### src/include/vsb_defines.svh
`ifndef VSB_DEFINES_SVH
`define VSB_DEFINES_SVH

// ======================================================================
// Channel and FIFO sizing
// ======================================================================
`define VSB_NUM_CH      2       // IDI channels feeding the buffer
`define VSB_FIFO_DEPTH  8       // Status entries, power of two

// ======================================================================
// Record field widths
// ======================================================================
`define VSB_TS_W        80      // Microsecond timestamp
`define VSB_DT_W        6       // IDI datatype
`define VSB_ID_W        16      // Packet id, also the wordcount width
`define VSB_LC_W        3       // IDI linecount
`define VSB_CH_W        1       // Channel number in the record

// Channel, datatype, packet id, timestamp
`define VSB_REC_W       (`VSB_CH_W + `VSB_DT_W + `VSB_ID_W + `VSB_TS_W)

`endif
### src/hdl/vsb_pkg.sv
`include "vsb_defines.svh"

package vsb_pkg;

    // ======================================================================
    // Record field types
    // ======================================================================
    typedef logic [`VSB_DT_W-1:0]   datatype_t;     // IDI packet datatype
    typedef logic [`VSB_ID_W-1:0]   pkt_id_t;       // Linecount or wordcount
    typedef logic [`VSB_TS_W-1:0]   timestamp_t;    // Synced us counter
    typedef logic [`VSB_CH_W-1:0]   ch_id_t;        // Source channel

    // One FIFO entry, channel on top
    typedef struct packed {
        ch_id_t     ch;
        datatype_t  datatype;
        pkt_id_t    pkt_id;
        timestamp_t timestamp;
    } status_rec_t;

    // ======================================================================
    // Datatype constants
    // ======================================================================
    // Long packets carry the linecount as packet id
    localparam datatype_t DT_LONG_A = 6'h2C;
    localparam datatype_t DT_LONG_B = 6'h2D;

endpackage

### src/hdl/vsb_status_if.sv
`timescale 1ns/10ps

// Pending record from one capture block to the write arbiter
interface vsb_status_if;

    logic                   pend;       // Record waiting for a FIFO slot
    vsb_pkg::datatype_t     datatype;   // Stable while pend high
    vsb_pkg::pkt_id_t       pkt_id;     // Stable while pend high
    vsb_pkg::timestamp_t    timestamp;  // Stable while pend high
    logic                   gnt;        // One-cycle pulse, written this cycle

    // Capture side owns the record
    modport capture (
        output pend,
        output datatype,
        output pkt_id,
        output timestamp,
        input  gnt
    );

    // Arbiter side owns the grant
    modport arbiter (
        input  pend,
        input  datatype,
        input  pkt_id,
        input  timestamp,
        output gnt
    );

endinterface

### src/hdl/status_capture.sv
`timescale 1ns/10ps
`include "vsb_defines.svh"

module status_capture (
    input  logic                    fifo_wrclk,
    input  logic                    fifo_wrclk_rst_n,
    input  logic                    idi_header_en,
    input  vsb_pkg::datatype_t      idi_datatype,
    input  vsb_pkg::pkt_id_t        idi_wordcount,
    input  logic [`VSB_LC_W-1:0]    idi_linecount,
    input  vsb_pkg::timestamp_t     us_counter_sync,
    vsb_status_if.capture           stat,
    output logic                    overflow
);

    // ======================================================================
    // Header edge detection
    // ======================================================================
    logic                   header_en_d1;
    logic                   header_rise;
    logic                   header_fall;

    always_ff @(posedge fifo_wrclk or negedge fifo_wrclk_rst_n) begin
        if (!fifo_wrclk_rst_n)
            header_en_d1 <= 1'b0;
        else
            header_en_d1 <= idi_header_en;
    end

    assign header_rise =  idi_header_en & ~header_en_d1;
    assign header_fall = ~idi_header_en &  header_en_d1;

    // ======================================================================
    // Field capture at header start
    // ======================================================================
    vsb_pkg::datatype_t     cap_datatype;
    vsb_pkg::pkt_id_t       cap_pkt_id;
    vsb_pkg::timestamp_t    cap_timestamp;
    logic                   is_long;

    assign is_long = (idi_datatype == vsb_pkg::DT_LONG_A) ||
                     (idi_datatype == vsb_pkg::DT_LONG_B);

    always_ff @(posedge fifo_wrclk) begin
        if (header_rise) begin
            cap_datatype  <= idi_datatype;
            cap_pkt_id    <= is_long ? vsb_pkg::pkt_id_t'(idi_linecount)  // Zero-extended
                                     : idi_wordcount;
            cap_timestamp <= us_counter_sync;
        end
    end

    // ======================================================================
    // Pending record and overflow
    // ======================================================================
    always_ff @(posedge fifo_wrclk or negedge fifo_wrclk_rst_n) begin
        if (!fifo_wrclk_rst_n) begin
            stat.pend <= 1'b0;
            overflow  <= 1'b0;
        end else begin
            if (stat.gnt)
                stat.pend <= 1'b0;              // Written into the FIFO
            else if (header_fall && !stat.pend)
                stat.pend <= 1'b1;
            if (header_fall && stat.pend)
                overflow <= 1'b1;               // Sticky until reset
        end
    end

    // Record moves over only when the slot is free
    always_ff @(posedge fifo_wrclk) begin
        if (header_fall && !stat.pend) begin
            stat.datatype  <= cap_datatype;
            stat.pkt_id    <= cap_pkt_id;
            stat.timestamp <= cap_timestamp;
        end
    end

endmodule

### src/flat_wrapper.sv
// flat-port wrapper written by rule: the top's interface ports become plain ports
module status_capture_flat 
  (fifo_wrclk, fifo_wrclk_rst_n, idi_header_en, idi_datatype, idi_wordcount, idi_linecount, us_counter_sync, overflow, stat_pend, stat_datatype, stat_pkt_id, stat_timestamp, stat_gnt);
  vsb_status_if stat_i ();
  input  logic fifo_wrclk;
  input  logic fifo_wrclk_rst_n;
  input  logic idi_header_en;
  input  vsb_pkg::datatype_t idi_datatype;
  input  vsb_pkg::pkt_id_t idi_wordcount;
  input  logic [`VSB_LC_W-1:0] idi_linecount;
  input  vsb_pkg::timestamp_t us_counter_sync;
  output logic overflow;
  output wire logic [$bits(stat_i.pend)-1:0] stat_pend;
  output wire logic [$bits(stat_i.datatype)-1:0] stat_datatype;
  output wire logic [$bits(stat_i.pkt_id)-1:0] stat_pkt_id;
  output wire logic [$bits(stat_i.timestamp)-1:0] stat_timestamp;
  input wire logic [$bits(stat_i.gnt)-1:0] stat_gnt;
  assign stat_pend = stat_i.pend;
  assign stat_datatype = stat_i.datatype;
  assign stat_pkt_id = stat_i.pkt_id;
  assign stat_timestamp = stat_i.timestamp;
  assign stat_i.gnt = stat_gnt;
  status_capture u_core (.fifo_wrclk(fifo_wrclk), .fifo_wrclk_rst_n(fifo_wrclk_rst_n), .idi_header_en(idi_header_en), .idi_datatype(idi_datatype), .idi_wordcount(idi_wordcount), .idi_linecount(idi_linecount), .us_counter_sync(us_counter_sync), .stat(stat_i), .overflow(overflow));
endmodule
### config.mk
export PLATFORM = sky130hd
export DESIGN_NAME = status_capture_flat
export DESIGN_NICKNAME = d
export VERILOG_FILES = /design/src/hdl/vsb_pkg.sv /design/src/hdl/vsb_status_if.sv /design/src/hdl/status_capture.sv /design/src/flat_wrapper.sv
export VERILOG_INCLUDE_DIRS = /design/src /design/src/include
export SDC_FILE = /design/constraint.sdc
export NUM_CORES = 1
export LEC_CHECK = 0
export BUFFER_PORTS_ARGS = -buffer_cell sky130_fd_sc_hd__buf_4
export CAP_MARGIN = 20
export CORE_ASPECT_RATIO = 1.5
export CORE_MARGIN = 3
export CORE_UTILIZATION = 49
export CTS_BUF_LIST = sky130_fd_sc_hd__clkbuf_16
export CTS_CLUSTER_DIAMETER = 40
export DETAILED_ROUTE_END_ITERATION = 8
export PLACE_DENSITY_LB_ADDON = 0.08
export SETUP_SLACK_MARGIN = 0.5
export SKIP_LAST_GASP = 1
export SYNTH_ARGS = -nofsm -noshare
export SYNTH_HDL_FRONTEND = slang
export SYNTH_SLANG_ARGS = --single-unit
### constraint.sdc
create_clock -name fifo_wrclk -period 8.1 [get_ports fifo_wrclk]
set_input_delay 1.215 -clock fifo_wrclk [delete_from_list [all_inputs] [get_ports fifo_wrclk]]
set_output_delay 1.215 -clock fifo_wrclk [all_outputs]
set_load 0.01 [all_outputs]
==> impl_metrics.toml, run 1 <==
[timing]
max_freq_ghz = 0.327
slew_headroom_pct = 40.0
hold_viol = 0
slew_viol_final = 0
fin_skew_ns = 0.00540
setup_viol = 0
fin_tns_setup_ns = 0
fin_crit_sh_pct = 37.8
tightestPinTransition_ns = 0.899
rsz0062_at_grt = "false"
period_minus_slack_ns = 3.06

[power]
p_leak_uw = 0.00339
switching_share_pct = 18.8
ir_drop_mv = 0.197
power.share.clock_pct = 38.3
power_frac_seq_pct = 56.6
power.density_nw_per_um2 = 249
power.internal_uw = 1780
p_sw_uw = 412
pwr-share-comb_pct = 5.1

[synthesis]
ys_ff_latch = 207
syn_nets = 341
syn-cell-area_um2 = 6420
synthesis.instances = 232
yosysWarnings = 0
ys_seq_area_share_pct = 96.6
avgSynthCellArea_um2 = 27.7
ys_types = 9

[global_route]
busiest_layer = "met2"
grt.met1_usage_pct = 17.4
grt_pass1_vias = 3137
grt_util_met3_pct = 5.69
grt_start_max_net_pins = 74
antenna_found_initial = 0
grt_pass1_wl_um = 16800
met2_usage_pct = 26.2
overflow = 0
gr-usage-all-layers_pct = 15.2

[setup_path]
worstSetupEndpointType = "flip-flop"
r2r_setup_slack_ns = 5.49
worstPathRequired_ns = 8.19
setup.worst_path.class = "in -> reg"
crit_fanout = 73
r2r-start = "u_core.header_en_d1"
arrival_ns = 3.15
startpoint = "idi_header_en"
startpoint_type = "input port"

[hold_path]
worst_hold_path_type = "reg -> reg"
hp-start = "u_core.cap_timestamp[9]"

[route]
drc_errors = 0
dr.first_iter.drc_count = 110
routedWlPerCell_um = 17.8
vias = 2978
antenna_left = 0
avgViaCountPerCell = 4.70
drt_wl_total_um = 11300
dr.pass1.iters = 4

[job]
drv_cap = 0

[run_status]
outcome = "finished, final reports clean"

[place]
io_buffers = 212
dpl_cell_area_um2 = 8230
gp_congestion = 0.714
hpwl_um = 7860

[finish]
final_area_um2 = 8810
layout.nets = 576
antenna_cells = 0
drive_gt1_share_pct = 51.5
final_util_pct = 69.7
synthToLayoutAreaGrowth_pct = 37.4

[clock_network]
cts-resized-gates = 0
cts.sinks = 207
clkTransAtPathRegs_ns = 0.06
cts.hold.buffers_added = 0
cts_inserted_buffers = 19
root_buffer = "clkbuf_16"
clkLatencyLatePin_ns = 0.47
clockBufferDepth = 3
htreeDepth = 1
cts_tree = "yes"
cts_setup_buffers = 0

[die]
die_w_um = 99.4
die_h_um = 146
start_util_pct = 50.8
core_area_um2 = 12600
die_area_um2 = 14500
row_count = 50
ios = 213
==> layer usage <==
metal / share of wire [%] / up-vias
met5: 0 / -
met2: 53 / 138
met4: 1.9 / 0
met3: 9.7 / 18
li1: - / 1392
met1: 36 / 1430
==> final timing paths <==
path	endpoint	depth (start not counted)
max in group asynchronous	u_core.stat.pend	1
hold / removal	u_core.stat.timestamp[9]	0
setup / recovery	u_core.stat.timestamp[31]	4
min in group asynchronous	u_core.header_en_d1	1
setup reg to reg	u_core.stat.timestamp[31]	3
hold reg to reg	u_core.stat.timestamp[9]	0
==> per-stage QoR <==
stage	setup slack, ns	cells	hold WS [ns]	total power [uW]
CTS	5.03	634	0.417	2220
floorplan	1.63	232	0.400	1300
detailed placement	4.53	602	0.405	1380
global route	4.85	634	0.422	2270
global placement	4.62	602	0.400	1370
finish	5.04	634	0.413	2190
==> state kept, by name, summed over array words and instances, names as in the netlist <==
name	count
u_core.header_en_d1	1
u_core.stat.pend	1
u_core.cap_datatype	6
u_core.cap_pkt_id	16
u_core.stat.datatype	6
u_core.cap_timestamp	80
u_core.stat.timestamp	80
u_core.stat.pkt_id	16
u_core.overflow	1
==> final cells by class <==
class                           count  area, um^2
Sequential cell                   207        6200
Timing Repair Buffer              215        1610
Clock buffer                       19         475
Clock inverter                     13         109
Fill cell                         834        3820
Multi-Input combinational cell     24         219
Tap cell                          156         195
==> power groups by stage <==
stage	clock [uW]	sequential [uW]	combinational [uW]
3_5_place_dp	0	1260	114
5_1_grt	911	1240	120
4_1_cts	865	1240	114
6_report	839	1240	111
3_3_place_gp	0	1260	111
2_1_floorplan	0	1280	20.6
==> critical path, cell delays in order <==
cell     delay (ns)
buf_4          0.13
nor2b_1        0.19
nor2b_4        0.73
buf_4          0.82
==> cells in the final DEF, fill, tap and decap left out <==
cell       netlist  layout
inv_1            0       4
buf_4            0     215
bufinv_16        0       2
nor2_8           1       1
edfxtp_1       204     204
inv_6            0       1
clkbuf_16        0      19
clkinv_2         0       2
nor2b_4          0       2
nor2_1           2       2
nand4b_4         1       1
clkinv_1         0       4
a21o_1           1       1
mux2_4           3       3
nor2b_1         16      14
dfrtp_1          3       3
==> kinds of logic after synthesis <==
| logic type | synth area share (%) |
|---|---|
| compound gates | 0.117 |
| buf+inv | 0.175 |
| flops | 96.6 |
| mux | 0.702 |
| simple gates | 2.36 |
==> cells in the mapped netlist (all sizes together) <==
cell	n	area, um^2
edfxtp	204	6130
nor2b	16	100
dfrtp	3	75.1
mux2	3	45.0
nor2	3	27.5
a21o	1	7.51
buf	1	11.3
nand4b	1	23.8
Note: power is estimated with default switching activity, not from simulation.
==> inputs of run 2 (changes only) <==
CORE_UTILIZATION = 45   (was 49)
clock period = 2.6 ns   (was 8.1 ns; I/O delays follow)
==> impl_metrics.toml, run 2 (synthesized netlist as in run 1, its figures left out) <==
[power]
ir_drop_mv = 0.638
power_uw = 6970
p_leak_uw = 0.00342
power.density_nw_per_um2 = 779

[run_status]
outcome = "finished, final reports clean"

[global_route]
gr-usage-all-layers_pct = 14.2
grt_pass1_vias = 3003
overflow = 0
antenna_found_initial = 0
grt_start_max_net_pins = 64
grt_pass1_wl_um = 16600

[setup_path]
arrival_ns = 1.66
setup.worst_path.class = "reg -> reg"
worstSetupEndpointType = "flip-flop"
crit_chain = "nor2b_4 -> nor2b_4 -> buf_4"
path_buf_inv = 1
startpoint_type = "flip-flop"
startpoint = "u_core.header_en_d1"
slowest_delay_ns = 0.43
critPathMostFrequentCell = "nor2b_4"
crit_path_top_delay_cell = "buf_4"
worstPathRequired_ns = 2.71
crit_fanout = 39
crit_family = "buffers and inverters"
r2r-start = "u_core.header_en_d1"

[timing]
slew_headroom_pct = 67.1
period_minus_slack_ns = 1.55
rsz0062_at_grt = "false"
setup_viol = 0
max_freq_ghz = 0.645
slew_viol_final = 0
fin_skew_ns = 0.00593
fin_tns_setup_ns = 0
hold_viol = 0
fin_crit_sh_pct = 59.6
tightestPinTransition_ns = 0.493

[route]
dr.first_iter.drc_count = 137
routedWlPerCell_um = 16.7
dr.pass1.iters = 4
vias = 2917
avgViaCountPerCell = 4.35
drt_wl_total_um = 11200
antenna_left = 0
drc_errors = 0

[finish]
layout_commonest_cell = "buf_4"
synthToLayoutAreaGrowth_pct = 39.5
drive_gt1_share_pct = 52.6
final_util_pct = 65.2
layout.nets = 578
antenna_cells = 0
layout_common_cells = "buf_4 (214), edfxtp_1 (204), clkbuf_16 (19)"
reg.largest.list = "u_core.cap_timestamp x80, u_core.stat.timestamp x80"

[clock_network]
cts.sinks = 207
cts_tree = "yes"
cts_setup_buffers = 0
htreeDepth = 1
cts_inserted_buffers = 19
clkLatencyLatePin_ns = 0.47
cts.hold.buffers_added = 1
clkTransAtPathRegs_ns = 0.06
root_buffer = "clkbuf_16"
clockBufferDepth = 3
cts-resized-gates = 0

[place]
hpwl_um = 7870
gp_congestion = 0.701
io_buffers = 212

[die]
ios = 213
row_count = 52
core_area_um2 = 13700
start_util_pct = 46.7
die_h_um = 152
die_area_um2 = 15800
die_w_um = 103

[hold_path]
hp-start = "stat_gnt"
worst_hold_path_type = "in -> reg"

[job]
drv_cap = 0
run 2: cell count changes in the layout (fill, tap and decap cells not counted), sizes merged:
cell	change
inv	-3
bufinv	+1
clkinv	+2
clkinvlp	+1
buf	+1
dlygate4sd3	+1
run 2: area by class of cell:
| class | instances | area [um^2] |
|---|---|---|
| clock buffer | 19 | 475 |
| clock inverter | 14 | 154 |
| fill | 953 | 4780 |
| multi-input combinational | 24 | 226 |
| sequential | 207 | 6200 |
| tap | 189 | 236 |
| timing repair buffer | 217 | 1660 |
run 2: path summary, 6_finish.rpt:
kind | to | slack, ns | cells after the start
worst max-delay path | u_core.stat.timestamp[11] | 1.05 | 3
worst min-delay path | u_core.stat.pend | 0.07 | 2
worst max register to register | u_core.stat.timestamp[11] | 1.05 | 3
worst min register to register | u_core.stat.timestamp[33] | 0.41 | 0
max in group asynchronous | u_core.overflow | 2.26 | 2
min in group asynchronous | u_core.header_en_d1 | 0.25 | 2
run 2: per-stage QoR:
stage | setup WS [ns] | cell area [um^2] | hold slack, ns | cells
2_1_floorplan | 0.0783 | 6440 | 0.0944 | 232
3_3_place_gp | 0.954 | 8310 | 0.180 | 636
3_5_place_dp | 0.935 | 8310 | 0.182 | 636
4_1_cts | 1.03 | 8950 | 0.0492 | 670
5_1_grt | 0.937 | 8950 | 0.0470 | 670
6_report | 1.05 | 8950 | 0.0658 | 670
run 2: where the power goes:
group	switching (uW)	internal, uW
clock	1110	1640
combinational	159	197
sequential	35.6	3830
run 2: per-layer routing:
metal	share of wire, %	vias up	track usage (%)
met5	0	-	0
met4	2.2	0	5.06
met3	11	17	5.31
met2	55	132	25.6
met1	32	1371	14.5
li1	-	1397	-
