==> config.mk <==
export PLATFORM = sky130hd
export DESIGN_NAME = status_fifo
export DESIGN_NICKNAME = d
export VERILOG_FILES = /design/src/hdl/vsb_pkg.sv /design/src/hdl/status_fifo.sv
export VERILOG_INCLUDE_DIRS = /design/src /design/src/include
export SDC_FILE = /design/constraint.sdc
export NUM_CORES = 1
export LEC_CHECK = 0
export BUFFER_PORTS_ARGS = -buffer_cell sky130_fd_sc_hd__buf_2
export CORE_ASPECT_RATIO = 0.7
export CORE_MARGIN = 5
export CORE_UTILIZATION = 35
export DETAILED_ROUTE_END_ITERATION = 6
export PLACE_DENSITY = 0.5
export SYNTH_ARGS = -nofsm -noshare
export SYNTH_HDL_FRONTEND = slang
export SYNTH_SLANG_ARGS = --single-unit
==> constraint.sdc <==
create_clock -name fifo_wrclk -period 21.1 [get_ports fifo_wrclk]
set_clock_uncertainty 0.15 [all_clocks]
set_input_delay 1.055 -clock fifo_wrclk [delete_from_list [all_inputs] [get_ports fifo_wrclk]]
set_output_delay 1.055 -clock fifo_wrclk [all_outputs]
set_load 0.01 [all_outputs]
==> src/include/vsb_defines.svh <==
`ifndef VSB_DEFINES_SVH
`define VSB_DEFINES_SVH

// ======================================================================
// Channel and FIFO sizing
// ======================================================================
`define VSB_NUM_CH      2       // IDI channels feeding the buffer
`define VSB_FIFO_DEPTH  8       // Status entries, power of two

// ======================================================================
// Record field widths
// ======================================================================
`define VSB_TS_W        80      // Microsecond timestamp
`define VSB_DT_W        6       // IDI datatype
`define VSB_ID_W        16      // Packet id, also the wordcount width
`define VSB_LC_W        3       // IDI linecount
`define VSB_CH_W        1       // Channel number in the record

// Channel, datatype, packet id, timestamp
`define VSB_REC_W       (`VSB_CH_W + `VSB_DT_W + `VSB_ID_W + `VSB_TS_W)

`endif
==> src/hdl/vsb_pkg.sv <==
`include "vsb_defines.svh"

package vsb_pkg;

    // ======================================================================
    // Record field types
    // ======================================================================
    typedef logic [`VSB_DT_W-1:0]   datatype_t;     // IDI packet datatype
    typedef logic [`VSB_ID_W-1:0]   pkt_id_t;       // Linecount or wordcount
    typedef logic [`VSB_TS_W-1:0]   timestamp_t;    // Synced us counter
    typedef logic [`VSB_CH_W-1:0]   ch_id_t;        // Source channel

    // One FIFO entry, channel on top
    typedef struct packed {
        ch_id_t     ch;
        datatype_t  datatype;
        pkt_id_t    pkt_id;
        timestamp_t timestamp;
    } status_rec_t;

    // ======================================================================
    // Datatype constants
    // ======================================================================
    // Long packets carry the linecount as packet id
    localparam datatype_t DT_LONG_A = 6'h2C;
    localparam datatype_t DT_LONG_B = 6'h2D;

endpackage

==> src/hdl/status_fifo.sv <==
`timescale 1ns/10ps
`include "vsb_defines.svh"

module status_fifo (
    input  logic                    fifo_wrclk,
    input  logic                    fifo_wrclk_rst_n,
    input  logic                    wr_en,
    input  vsb_pkg::status_rec_t    wr_data,
    input  logic                    rd_en,
    output vsb_pkg::status_rec_t    rd_data,
    output logic                    full,
    output logic                    empty
);

    localparam int DEPTH = `VSB_FIFO_DEPTH;
    localparam int AW    = $clog2(DEPTH);

    // ======================================================================
    // Storage and pointers
    // ======================================================================
    vsb_pkg::status_rec_t   mem [DEPTH];
    logic [AW:0]            wr_ptr;         // Extra bit tells wrap
    logic [AW:0]            rd_ptr;
    logic                   do_wr;
    logic                   do_rd;

    // Same address, wrap bits differ
    assign full  = (wr_ptr[AW] != rd_ptr[AW]) && (wr_ptr[AW-1:0] == rd_ptr[AW-1:0]);
    assign empty = (wr_ptr == rd_ptr);

    assign do_wr = wr_en & ~full;           // Write into a full FIFO dropped
    assign do_rd = rd_en & ~empty;          // Read while empty ignored

    always_ff @(posedge fifo_wrclk or negedge fifo_wrclk_rst_n) begin
        if (!fifo_wrclk_rst_n) begin
            wr_ptr <= '0;
            rd_ptr <= '0;
        end else begin
            if (do_wr)
                wr_ptr <= wr_ptr + 1'b1;
            if (do_rd)
                rd_ptr <= rd_ptr + 1'b1;
        end
    end

    always_ff @(posedge fifo_wrclk) begin
        if (do_wr)
            mem[wr_ptr[AW-1:0]] <= wr_data;
    end

    // ======================================================================
    // Read side
    // ======================================================================
    // Head entry shown while not empty
    assign rd_data = mem[rd_ptr[AW-1:0]];

endmodule

==> results.toml, run 1 <==
[worst_setup_path]
worst_ep_arrival_time_ps = 3800
critical_path_cell_by_cell = "buf_4 -> buf_4 -> mux4_2 -> mux2_2 -> buf_2"
critical_path_class = "reg -> out"
slowest_stage = "buf_4"
timing.rr.start = "rd_ptr[2]"
endpoint_kind = "primary output"
worstPathMaxFanout = 62
cp_slowest_stage_delay_ps = 800
worst_path_most_repeated_cell = "buf_4"
cp.required_ps = 19900
startpoint_type = "register"
critical_path.startpoint = "rd_ptr[1]"

[synthesis]
synthTopCellsByArea = "edfxtp_1 (78%), mux4_2 (15%), mux2_2 (3.7%)"
postSynthCellCount = 1250
yosysTopAreaCell = "edfxtp_1"
postSynthAreaPerCell_sq_um = 25.2
synthesis.yosys.warnings = 0
synth-xor-area-share_pct = 0.309
post-synth-top-area-fraction_pct = 78.4
synth-compound-area-share_pct = 0.297
synth-adder-area-share_pct = 0.0793
syn-cell-area_sq_um = 31500
main_combinational_cell_family_by_area_after_synthesis = "multiplexers"
synth.yosys.seq_area_share_pct = 79.1
synthSimpleGateAreaFrac_pct = 0.428
post_synth_mux_area_share_pct = 18.5
yosys_register_bits = 832
synth_nets = 1359
yosysUniqueCellTypes = 29

[placement]
dpl_worst_slack_ps = 16660
routabilityCongestion = 0.681
portBuffers = 211
placement.cell_area_sq_um = 33900
place.detailed.hpwl_microns = 36100

[pwr]
ir_drop_mv = 0.0667
static-leakage-power_nw = 11.7
pwr_density_cell_nw_per_um2 = 141

[layout]
fillerInstances = 7788
post_route_cells_drive_above_1_share_pct = 42.9
final_design_area_no_fill_sq_um = 36700
area.growth.synth_to_final_pct = 16.4
finalNetCount = 1623

[timing]
timing.final.crit_period_ps = 5000
fmax_mhz = 200
layout_worst_path_cycle_share_pct = 23.7
timing.hold.ws_ps = 131
number_of_slew_limit_violations_in_the_final_report = 0
finalSetupViolations = 0
worst-slew-pin-transition_ps = 1110
worst_slew_margin_rel_pct = 25.8
fin_setup_tns_ps = 0
setup_slack_ps = 16100
final-hold-violation-count = 0
rsz_0062_raised_after_global_routing = "no"

[die]
floorplan.initialDensity_pct = 35.2
floorplan.die_area_sq_um = 96300
std_cell_rows = 92
ios = 212
die_w_microns = 369
die_height_microns = 261
coreArea_sq_um = 89700

[cts]
cts_inserted_buffers = 83
cts_buffer_depth = 3
cts_max_level = 3
number_of_buffers_inserted_for_hold_repair_after_clock_tree_synthesis = 0
clock-root-buffer = "clkbuf_16"
clock_tree_from_tritoncts = "done"
clk_lat_worst_skew_ps = 620
cts_resized = 0
tritoncts_num_sinks = 832
cts_post_setup_buffers_inserted = 0
cts.clk_slew.worst_paths_ps = 60

[status]
run_status = "complete, no violations"

[drt]
number_of_drc_violations_after_detailed_routing = 0
post_drt_via_cell_ratio = 4.98
drt_first_pass_iters = 5
drt_first_iter_violations = 933
route.final.wire_length_microns = 67600
drt.antenna.violating_nets = 0
drt-wirelength-per-cell_microns = 24.5
detailroute.via_count = 13800

[global_routing]
remaining_overflow_grt = 0
grt_pass1_vias = 15100
grt_max_degree = 105
global_route_wire_length_before_repair_microns = 100000
initial_antenna_violation_count = 17
grt_use_total_pct = 14.1

[flow_run]
max_cap_viol_count = 0

[min_path]
min-delay-path-class = "in -> async"
## per-layer routing
metal | share of wire [%] | global-route usage [%] | routed length, microns | vias to the layer above
met2 | 49 | 23.4 | 33000 | 293
met1 | 44 | 19.0 | 29600 | 7418
met4 | 2.0 | 3.61 | 1330 | 8
li1 | - | - | - | 5937
met5 | 0.071 | 0 | 48 | -
met3 | 5.4 | 3.20 | 3620 | 100
## sequential cells by signal, summed over array words and instances (netlist names)
signal and cells:
wr_ptr 4, mem 824, rd_ptr 4
## cells by family (layout without fill, tap and decap cells)
family	Yosys count	in the layout
buffers and inverters	63	393
adder cells (fa/ha/maj)	2	2
XOR/XNOR	9	9
other	0	10
AND/OR/NAND/NOR	24	24
multiplexers	311	311
AO/OA/AOI/OAI	9	9
flip-flops	832	832
## synthesized netlist by cell type (all sizes together)
cell and n:
nand2b 2, o41ai 5, o311ai 4, clkbuf 18
xor2 4, ha 2, xnor2 5, inv 2
mux2 105, mux4 206, or3 1, and4 2
nor2b 1, and2 2, nor4 2, nand2 4
nor3 3, edfxtp 824, nor2 5, dfrtp 8
nand4 2, buf 43
## power breakdown
group | total (W) | switching [W] | internal [W]
Sequential | 0.00218 | 0.0000925 | 0.00209
Clock | 0.00148 | 0.000609 | 0.000871
Combinational | 0.00153 | 0.000815 | 0.000712
## critical path, delay by kind of cell (launching register included)
| kind | cells | cell delay, ps |
|---|---|---|
| multiplexers | 2 | 730 |
| flip-flops | 1 | 570 |
| buffers and inverters | 3 | 1750 |
## stage by stage
stage                     power (W)  utilization (%)  instances
after floorplan             0.00331                -       1250
after global placement      0.00379             37.9       2604
after detailed placement    0.00381             37.9       2604
after CTS                   0.00531             40.9       2755
after global routing        0.00547             40.9       2757
final                       0.00519             40.9       2765
## final timing paths
path | endpoint | slack (ps) | depth (start not counted)
min | wr_ptr[0] | 130 | 1
min reg2reg | wr_ptr[2] | 450 | 1
max in group asynchronous | rd_ptr[1] | 20460 | 1
max reg2reg | mem[6][43] | 17160 | 4
min in group fifo_wrclk | wr_ptr[2] | 450 | 1
max | rd_data[57] | 16100 | 5
## final cells by class
| type | instances | area [sq um] | area share [%] |
|---|---|---|---|
| diodes | 10 | 25.0 | 0.0682 |
| flip-flops and latches | 832 | 25000 | 68.0 |
| clock buffers | 105 | 2220 | 6.06 |
| well taps | 1175 | 1470 | 4.01 |
| clock inverters | 46 | 515 | 1.40 |
| multi-input cells | 355 | 6220 | 17.0 |
| repair buffers | 240 | 1290 | 3.50 |
| inverters | 2 | 7.51 | 0.0205 |
## placed cells by master (no fill, tap or decap), drive strengths merged
master and instances:
dfrtp 8, mux2 105, clkinvlp 4, nand2 4, bufinv 10, ha 2
xor2 4, xnor2 5, mux4 206, nor4 2, o41ai 5, edfxtp 824
and2 2, or3 1, clkinv 30, buf 240, o311ai 4, nor2 5
nor2b 1, nor3 3, diode 10, inv 4, nand4 2, and4 2
nand2b 2, clkbuf 105
(Power assumes the default switching activity.)
==> inputs of run 2 (changes only) <==
--- a/config.mk
+++ b/config.mk
@@ -11,7 +11,7 @@
 export CORE_MARGIN = 5
 export CORE_UTILIZATION = 35
 export DETAILED_ROUTE_END_ITERATION = 6
-export PLACE_DENSITY = 0.5
+export PLACE_DENSITY = 0.52
 export SYNTH_ARGS = -nofsm -noshare
 export SYNTH_HDL_FRONTEND = slang
 export SYNTH_SLANG_ARGS = --single-unit
==> constraint.sdc (replaced) <==
create_clock -name fifo_wrclk -period 4.6 [get_ports fifo_wrclk]
set_clock_uncertainty 0.15 [all_clocks]
set_input_delay 0.23 -clock fifo_wrclk [delete_from_list [all_inputs] [get_ports fifo_wrclk]]
set_output_delay 0.23 -clock fifo_wrclk [all_outputs]
set_load 0.01 [all_outputs]
==> results.toml, run 2 (synthesized netlist as in run 1, its figures left out) <==
[status]
run_status = "complete, no violations"

[timing]
worst_slew_margin_rel_pct = 28.4
fmax_mhz = 252
timing.final.crit_period_ps = 3970
worst-slew-pin-transition_ps = 1070
number_of_slew_limit_violations_in_the_final_report = 0
finalSetupViolations = 0
rsz_0062_raised_after_global_routing = "no"
layout_worst_path_cycle_share_pct = 86.3
final-hold-violation-count = 0
timing.hold.ws_ps = 249

[worst_setup_path]
worst_ep_arrival_time_ps = 3590
critical_path_cell_by_cell = "buf_12 -> buf_4 -> mux4_2 -> mux2_2 -> buf_2"
worst_reg2reg_path_depth = 4
timing.rr.start = "rd_ptr[0]"
worst-r2r-setup-slack_ps = 1310
critical_path_class = "reg -> out"
reg2reg_to = "mem[3][58]"
slowest_stage = "buf_4"
startpoint_type = "register"
endpoint_kind = "primary output"
worstPathMaxFanout = 158
cp.required_ps = 4220
cp_slowest_stage_delay_ps = 790

[drt]
drt_first_iter_violations = 1058
detailroute.via_count = 14200
number_of_drc_violations_after_detailed_routing = 0
post_drt_via_cell_ratio = 4.95
drt-wirelength-per-cell_microns = 24.2
drt_first_pass_iters = 5
drt.antenna.violating_nets = 0
route.final.wire_length_microns = 69400

[placement]
routabilityCongestion = 0.676
place.detailed.hpwl_microns = 35300
portBuffers = 211

[layout]
mostFrequentLayoutCells = "edfxtp_1 (824), buf_2 (211), mux4_2 (206)"
finalNetCount = 1727
final_common_cell = "edfxtp_1"
fillerInstances = 7700
post_route_cells_drive_above_1_share_pct = 40.9
largest_register_ffs = 824
area.growth.synth_to_final_pct = 20.4
final_core_utilization_pct = 42.3

[pwr]
cellInternalPower_w = 0.0170
switching_part_of_the_total_pct = 29.7
share_comb_of_total_power_pct = 30.4
p_clk_share_pct = 28.6
pwr_density_cell_nw_per_um2 = 636
fin_total_pwr_w = 0.0242
static-leakage-power_nw = 12.2
ir_drop_mv = 0.565
pwr-share-seq_pct = 41.0
total_switching_power_w = 0.00718

[die]
floorplan.die_area_sq_um = 96300
die_w_microns = 369
ios = 212
die_height_microns = 261
std_cell_rows = 92
floorplan.initialDensity_pct = 35.2
coreArea_sq_um = 89700

[global_routing]
grt_pass1_vias = 15200
global_route_wire_length_before_repair_microns = 103000
grt_max_degree = 159
grt_use_total_pct = 14.4
remaining_overflow_grt = 0
initial_antenna_violation_count = 11

[cts]
cts.clk_slew.worst_paths_ps = 60
cts_max_level = 3
cts_buffer_depth = 3
clock-root-buffer = "clkbuf_16"
clock_tree_from_tritoncts = "done"
tritoncts_num_sinks = 832
clk_lat_worst_skew_ps = 630
cts_inserted_buffers = 85
cts_post_setup_buffers_inserted = 0

[min_path]
whs_endpoint = "mem[6][42]"
timing.hold.worst_path_depth = 2
hold_path_startpoint = "wr_data[42]"
min-delay-path-class = "in -> reg"

[flow_run]
max_cap_viol_count = 0
## run 2: cell types whose count changed in the layout (fill, tap and decap cells not counted), sizes merged
cell and change:
dlygate4sd3 +107, clkbuf -7, clkinv +7, buf -5, inv +4, diode -3
clkinvlp +2
## run 2: layout make-up
| cell class | instances | area, sq um | area share [%] |
|---|---|---|---|
| flip-flops and latches | 832 | 25000 | 65.7 |
| clock inverters | 59 | 621 | 1.63 |
| repair buffers | 342 | 2430 | 6.41 |
| diodes | 7 | 17.5 | 0.0461 |
| clock buffers | 98 | 2200 | 5.79 |
| inverters | 2 | 7.51 | 0.0198 |
| multi-input cells | 355 | 6270 | 16.5 |
| well taps | 1175 | 1470 | 3.87 |
## run 2: power by group through the flow
stage               combinational, W  sequential [W]  clock [W]
finish                       0.00735         0.00990    0.00691
CTS                          0.00765         0.00992    0.00715
global placement             0.00753          0.0100          0
detailed placement           0.00754          0.0101          0
floorplan                    0.00509          0.0100          0
global route                 0.00800          0.0100    0.00748
## run 2: timing repair
action,4_1_cts,5_1_grt
hold endpoints to repair,840,0
hold buffers,107,0
gates resized for setup,0,0
## run 2: worst max path at each step
| stage | from | to | slack (ps) | cells after the start |
|---|---|---|---|---|
| after global placement | rd_ptr[1] | rd_data[72] | 1180 | 5 |
| after CTS | rd_ptr[1] | rd_data[72] | 460 | 5 |
| after floorplan | rd_ptr[0] | mem[1][0] | -1550 | 5 |
| after detailed placement | rd_ptr[1] | rd_data[72] | 1160 | 5 |
| final | rd_ptr[1] | rd_data[72] | 630 | 5 |
| after global routing | rd_ptr[1] | rd_data[72] | 410 | 5 |
## run 2: through the flow
stage / TNS (ps) / std cells / setup WS, ps / cell area, sq um
2_1_floorplan: -1030260 / 1250 / -1550 / 31600
3_3_place_gp: 0 / 2599 / 1180 / 34100
3_5_place_dp: 0 / 2599 / 1160 / 34100
4_1_cts: 0 / 2863 / 458 / 38000
5_1_grt: 0 / 2864 / 407 / 38000
6_report: 0 / 2870 / 631 / 38000
## run 2: worst max-delay path, delay by kind of cell (launching register included)
kind                   cells  cell delay (ps)
buffers and inverters      3             1710
flip-flops                 1              440
multiplexers               2              740
## run 2: per-layer routing
layer  GRT usage (%)  wire [microns]
met2            22.2           31900
met4            3.65            1390
met1            21.0           32800
met5               0              27
met3            3.31            3270
==> inputs of run 3 (changes only) <==
--- a/config.mk
+++ b/config.mk
@@ -6,7 +6,7 @@
 export SDC_FILE = /design/constraint.sdc
 export NUM_CORES = 1
 export LEC_CHECK = 0
-export BUFFER_PORTS_ARGS = -buffer_cell sky130_fd_sc_hd__buf_2
+export BUFFER_PORTS_ARGS = -buffer_cell sky130_fd_sc_hd__buf_4
 export CORE_ASPECT_RATIO = 0.7
 export CORE_MARGIN = 5
 export CORE_UTILIZATION = 35
==> results.toml, run 3 (synthesized netlist as in run 1, its figures left out) <==
[status]
run_status = "complete, no violations"

[cts]
tritoncts_num_sinks = 832
clk_lat_worst_skew_ps = 620
clock-root-buffer = "clkbuf_16"
cts.clk_slew.worst_paths_ps = 60
cts_buffer_depth = 3
cts_post_setup_buffers_inserted = 0
clock_tree_from_tritoncts = "done"
cts_inserted_buffers = 84
cts_max_level = 3

[layout]
mostFrequentLayoutCells = "edfxtp_1 (824), buf_4 (233), mux4_2 (206)"
final_core_utilization_pct = 42.7
final_design_area_no_fill_sq_um = 38300
area.growth.synth_to_final_pct = 21.3
post_route_cells_drive_above_1_share_pct = 40.2
layout.area.seq_sq_um = 25000
largest_register_ffs = 824
final_common_cell = "edfxtp_1"
multi_input_area_sq_um = 6270
finalNetCount = 1731
fillerInstances = 7674

[timing]
worst_slew_margin_rel_pct = 28.8
worst-slew-pin-transition_ps = 1070
finalSetupViolations = 0
fmax_mhz = 281
number_of_slew_limit_violations_in_the_final_report = 0
final-hold-violation-count = 0
timing.final.crit_period_ps = 3550
fin_setup_tns_ps = 0
rsz_0062_raised_after_global_routing = "no"
timing.hold.ws_ps = 235
layout_worst_path_cycle_share_pct = 77.3

[die]
std_cell_rows = 92
die_w_microns = 369
die_height_microns = 261
ios = 212
floorplan.initialDensity_pct = 35.2
coreArea_sq_um = 89700
floorplan.die_area_sq_um = 96300

[flow_run]
max_cap_viol_count = 0

[worst_setup_path]
endpoint_kind = "primary output"
critical_path_class = "reg -> out"
slowest_stage = "buf_4"
worstPathMaxFanout = 64
cp.required_ps = 4220
worst_ep_arrival_time_ps = 3170
critical_path_cell_by_cell = "buf_4 -> mux4_2 -> mux2_2 -> buf_4"
startpoint_type = "register"
cp_slowest_stage_delay_ps = 900
worst_path_dominant_cell_family = "buffers and inverters"
critical_path_buf_inv_count = 2
worst_path_most_repeated_cell = "buf_4"

[drt]
drt_first_pass_iters = 5
post_drt_via_cell_ratio = 4.95
drt-wirelength-per-cell_microns = 23.7
drt_first_iter_violations = 831
route.final.wire_length_microns = 67900
number_of_drc_violations_after_detailed_routing = 0
drt.antenna.violating_nets = 0
detailroute.via_count = 14200

[min_path]
min-delay-path-class = "in -> reg"

[global_routing]
remaining_overflow_grt = 0
initial_antenna_violation_count = 6
global_route_wire_length_before_repair_microns = 101000
grt_use_total_pct = 14.1
grt_pass1_vias = 15400
grt_max_degree = 121

[placement]
placement.cell_area_sq_um = 34600
routabilityCongestion = 0.660
portBuffers = 211
place.detailed.hpwl_microns = 34700

[pwr]
static-leakage-power_nw = 12.3
ir_drop_mv = 0.531
fin_total_pwr_w = 0.0242
pwr_density_cell_nw_per_um2 = 631
[run 3: path summary, 6_finish.rpt]
check	from	to	slack (ps)	depth (start not counted)
hold / removal	wr_data[43]	mem[2][43]	230	2
setup / recovery	rd_ptr[1]	rd_data[24]	1050	4
hold reg to reg	wr_ptr[3]	wr_ptr[3]	460	2
min in group asynchronous	fifo_wrclk_rst_n	rd_ptr[2]	610	3
setup reg to reg	rd_ptr[1]	mem[1][22]	1570	4
max in group asynchronous	fifo_wrclk_rst_n	rd_ptr[1]	3360	3
[run 3: what timing repair did]
| item | 4_1_cts | 5_1_grt |
|---|---|---|
| hold buffers | 107 | 0 |
| endpoints found under the hold margin | 840 | 0 |
| resized for setup | 0 | 0 |
[run 3: stage by stage]
stage | worst slack [ps] | instances
CTS | 925 | 2857
global route | 890 | 2858
global placement | 1550 | 2604
finish | 1050 | 2861
floorplan | -1550 | 1250
detailed placement | 1520 | 2604
[run 3: power breakdown]
part	internal, W	total, W	switching (W)
Combinational	0.00383	0.00776	0.00393
Clock	0.00376	0.00651	0.00275
Sequential	0.00957	0.00989	0.000321
[run 3: metal layers]
layer / GRT usage (%) / wire length, microns / part of all wire [%]
met5: 0 / 18 / 0.027
met4: 3.42 / 1220 / 1.8
met3: 3.08 / 3290 / 4.8
met2: 22.8 / 32400 / 48
met1: 19.6 / 31000 / 46
[run 3: layout make-up]
| class | count | share of cell area, % |
|---|---|---|
| diodes | 4 | 0.0261 |
| clock buffers | 94 | 5.64 |
| clock inverters | 52 | 1.15 |
| inverters | 2 | 0.0196 |
| multi-input cells | 355 | 16.4 |
| flip-flops and latches | 832 | 65.2 |
| well taps | 1175 | 3.84 |
| repair buffers | 347 | 7.73 |
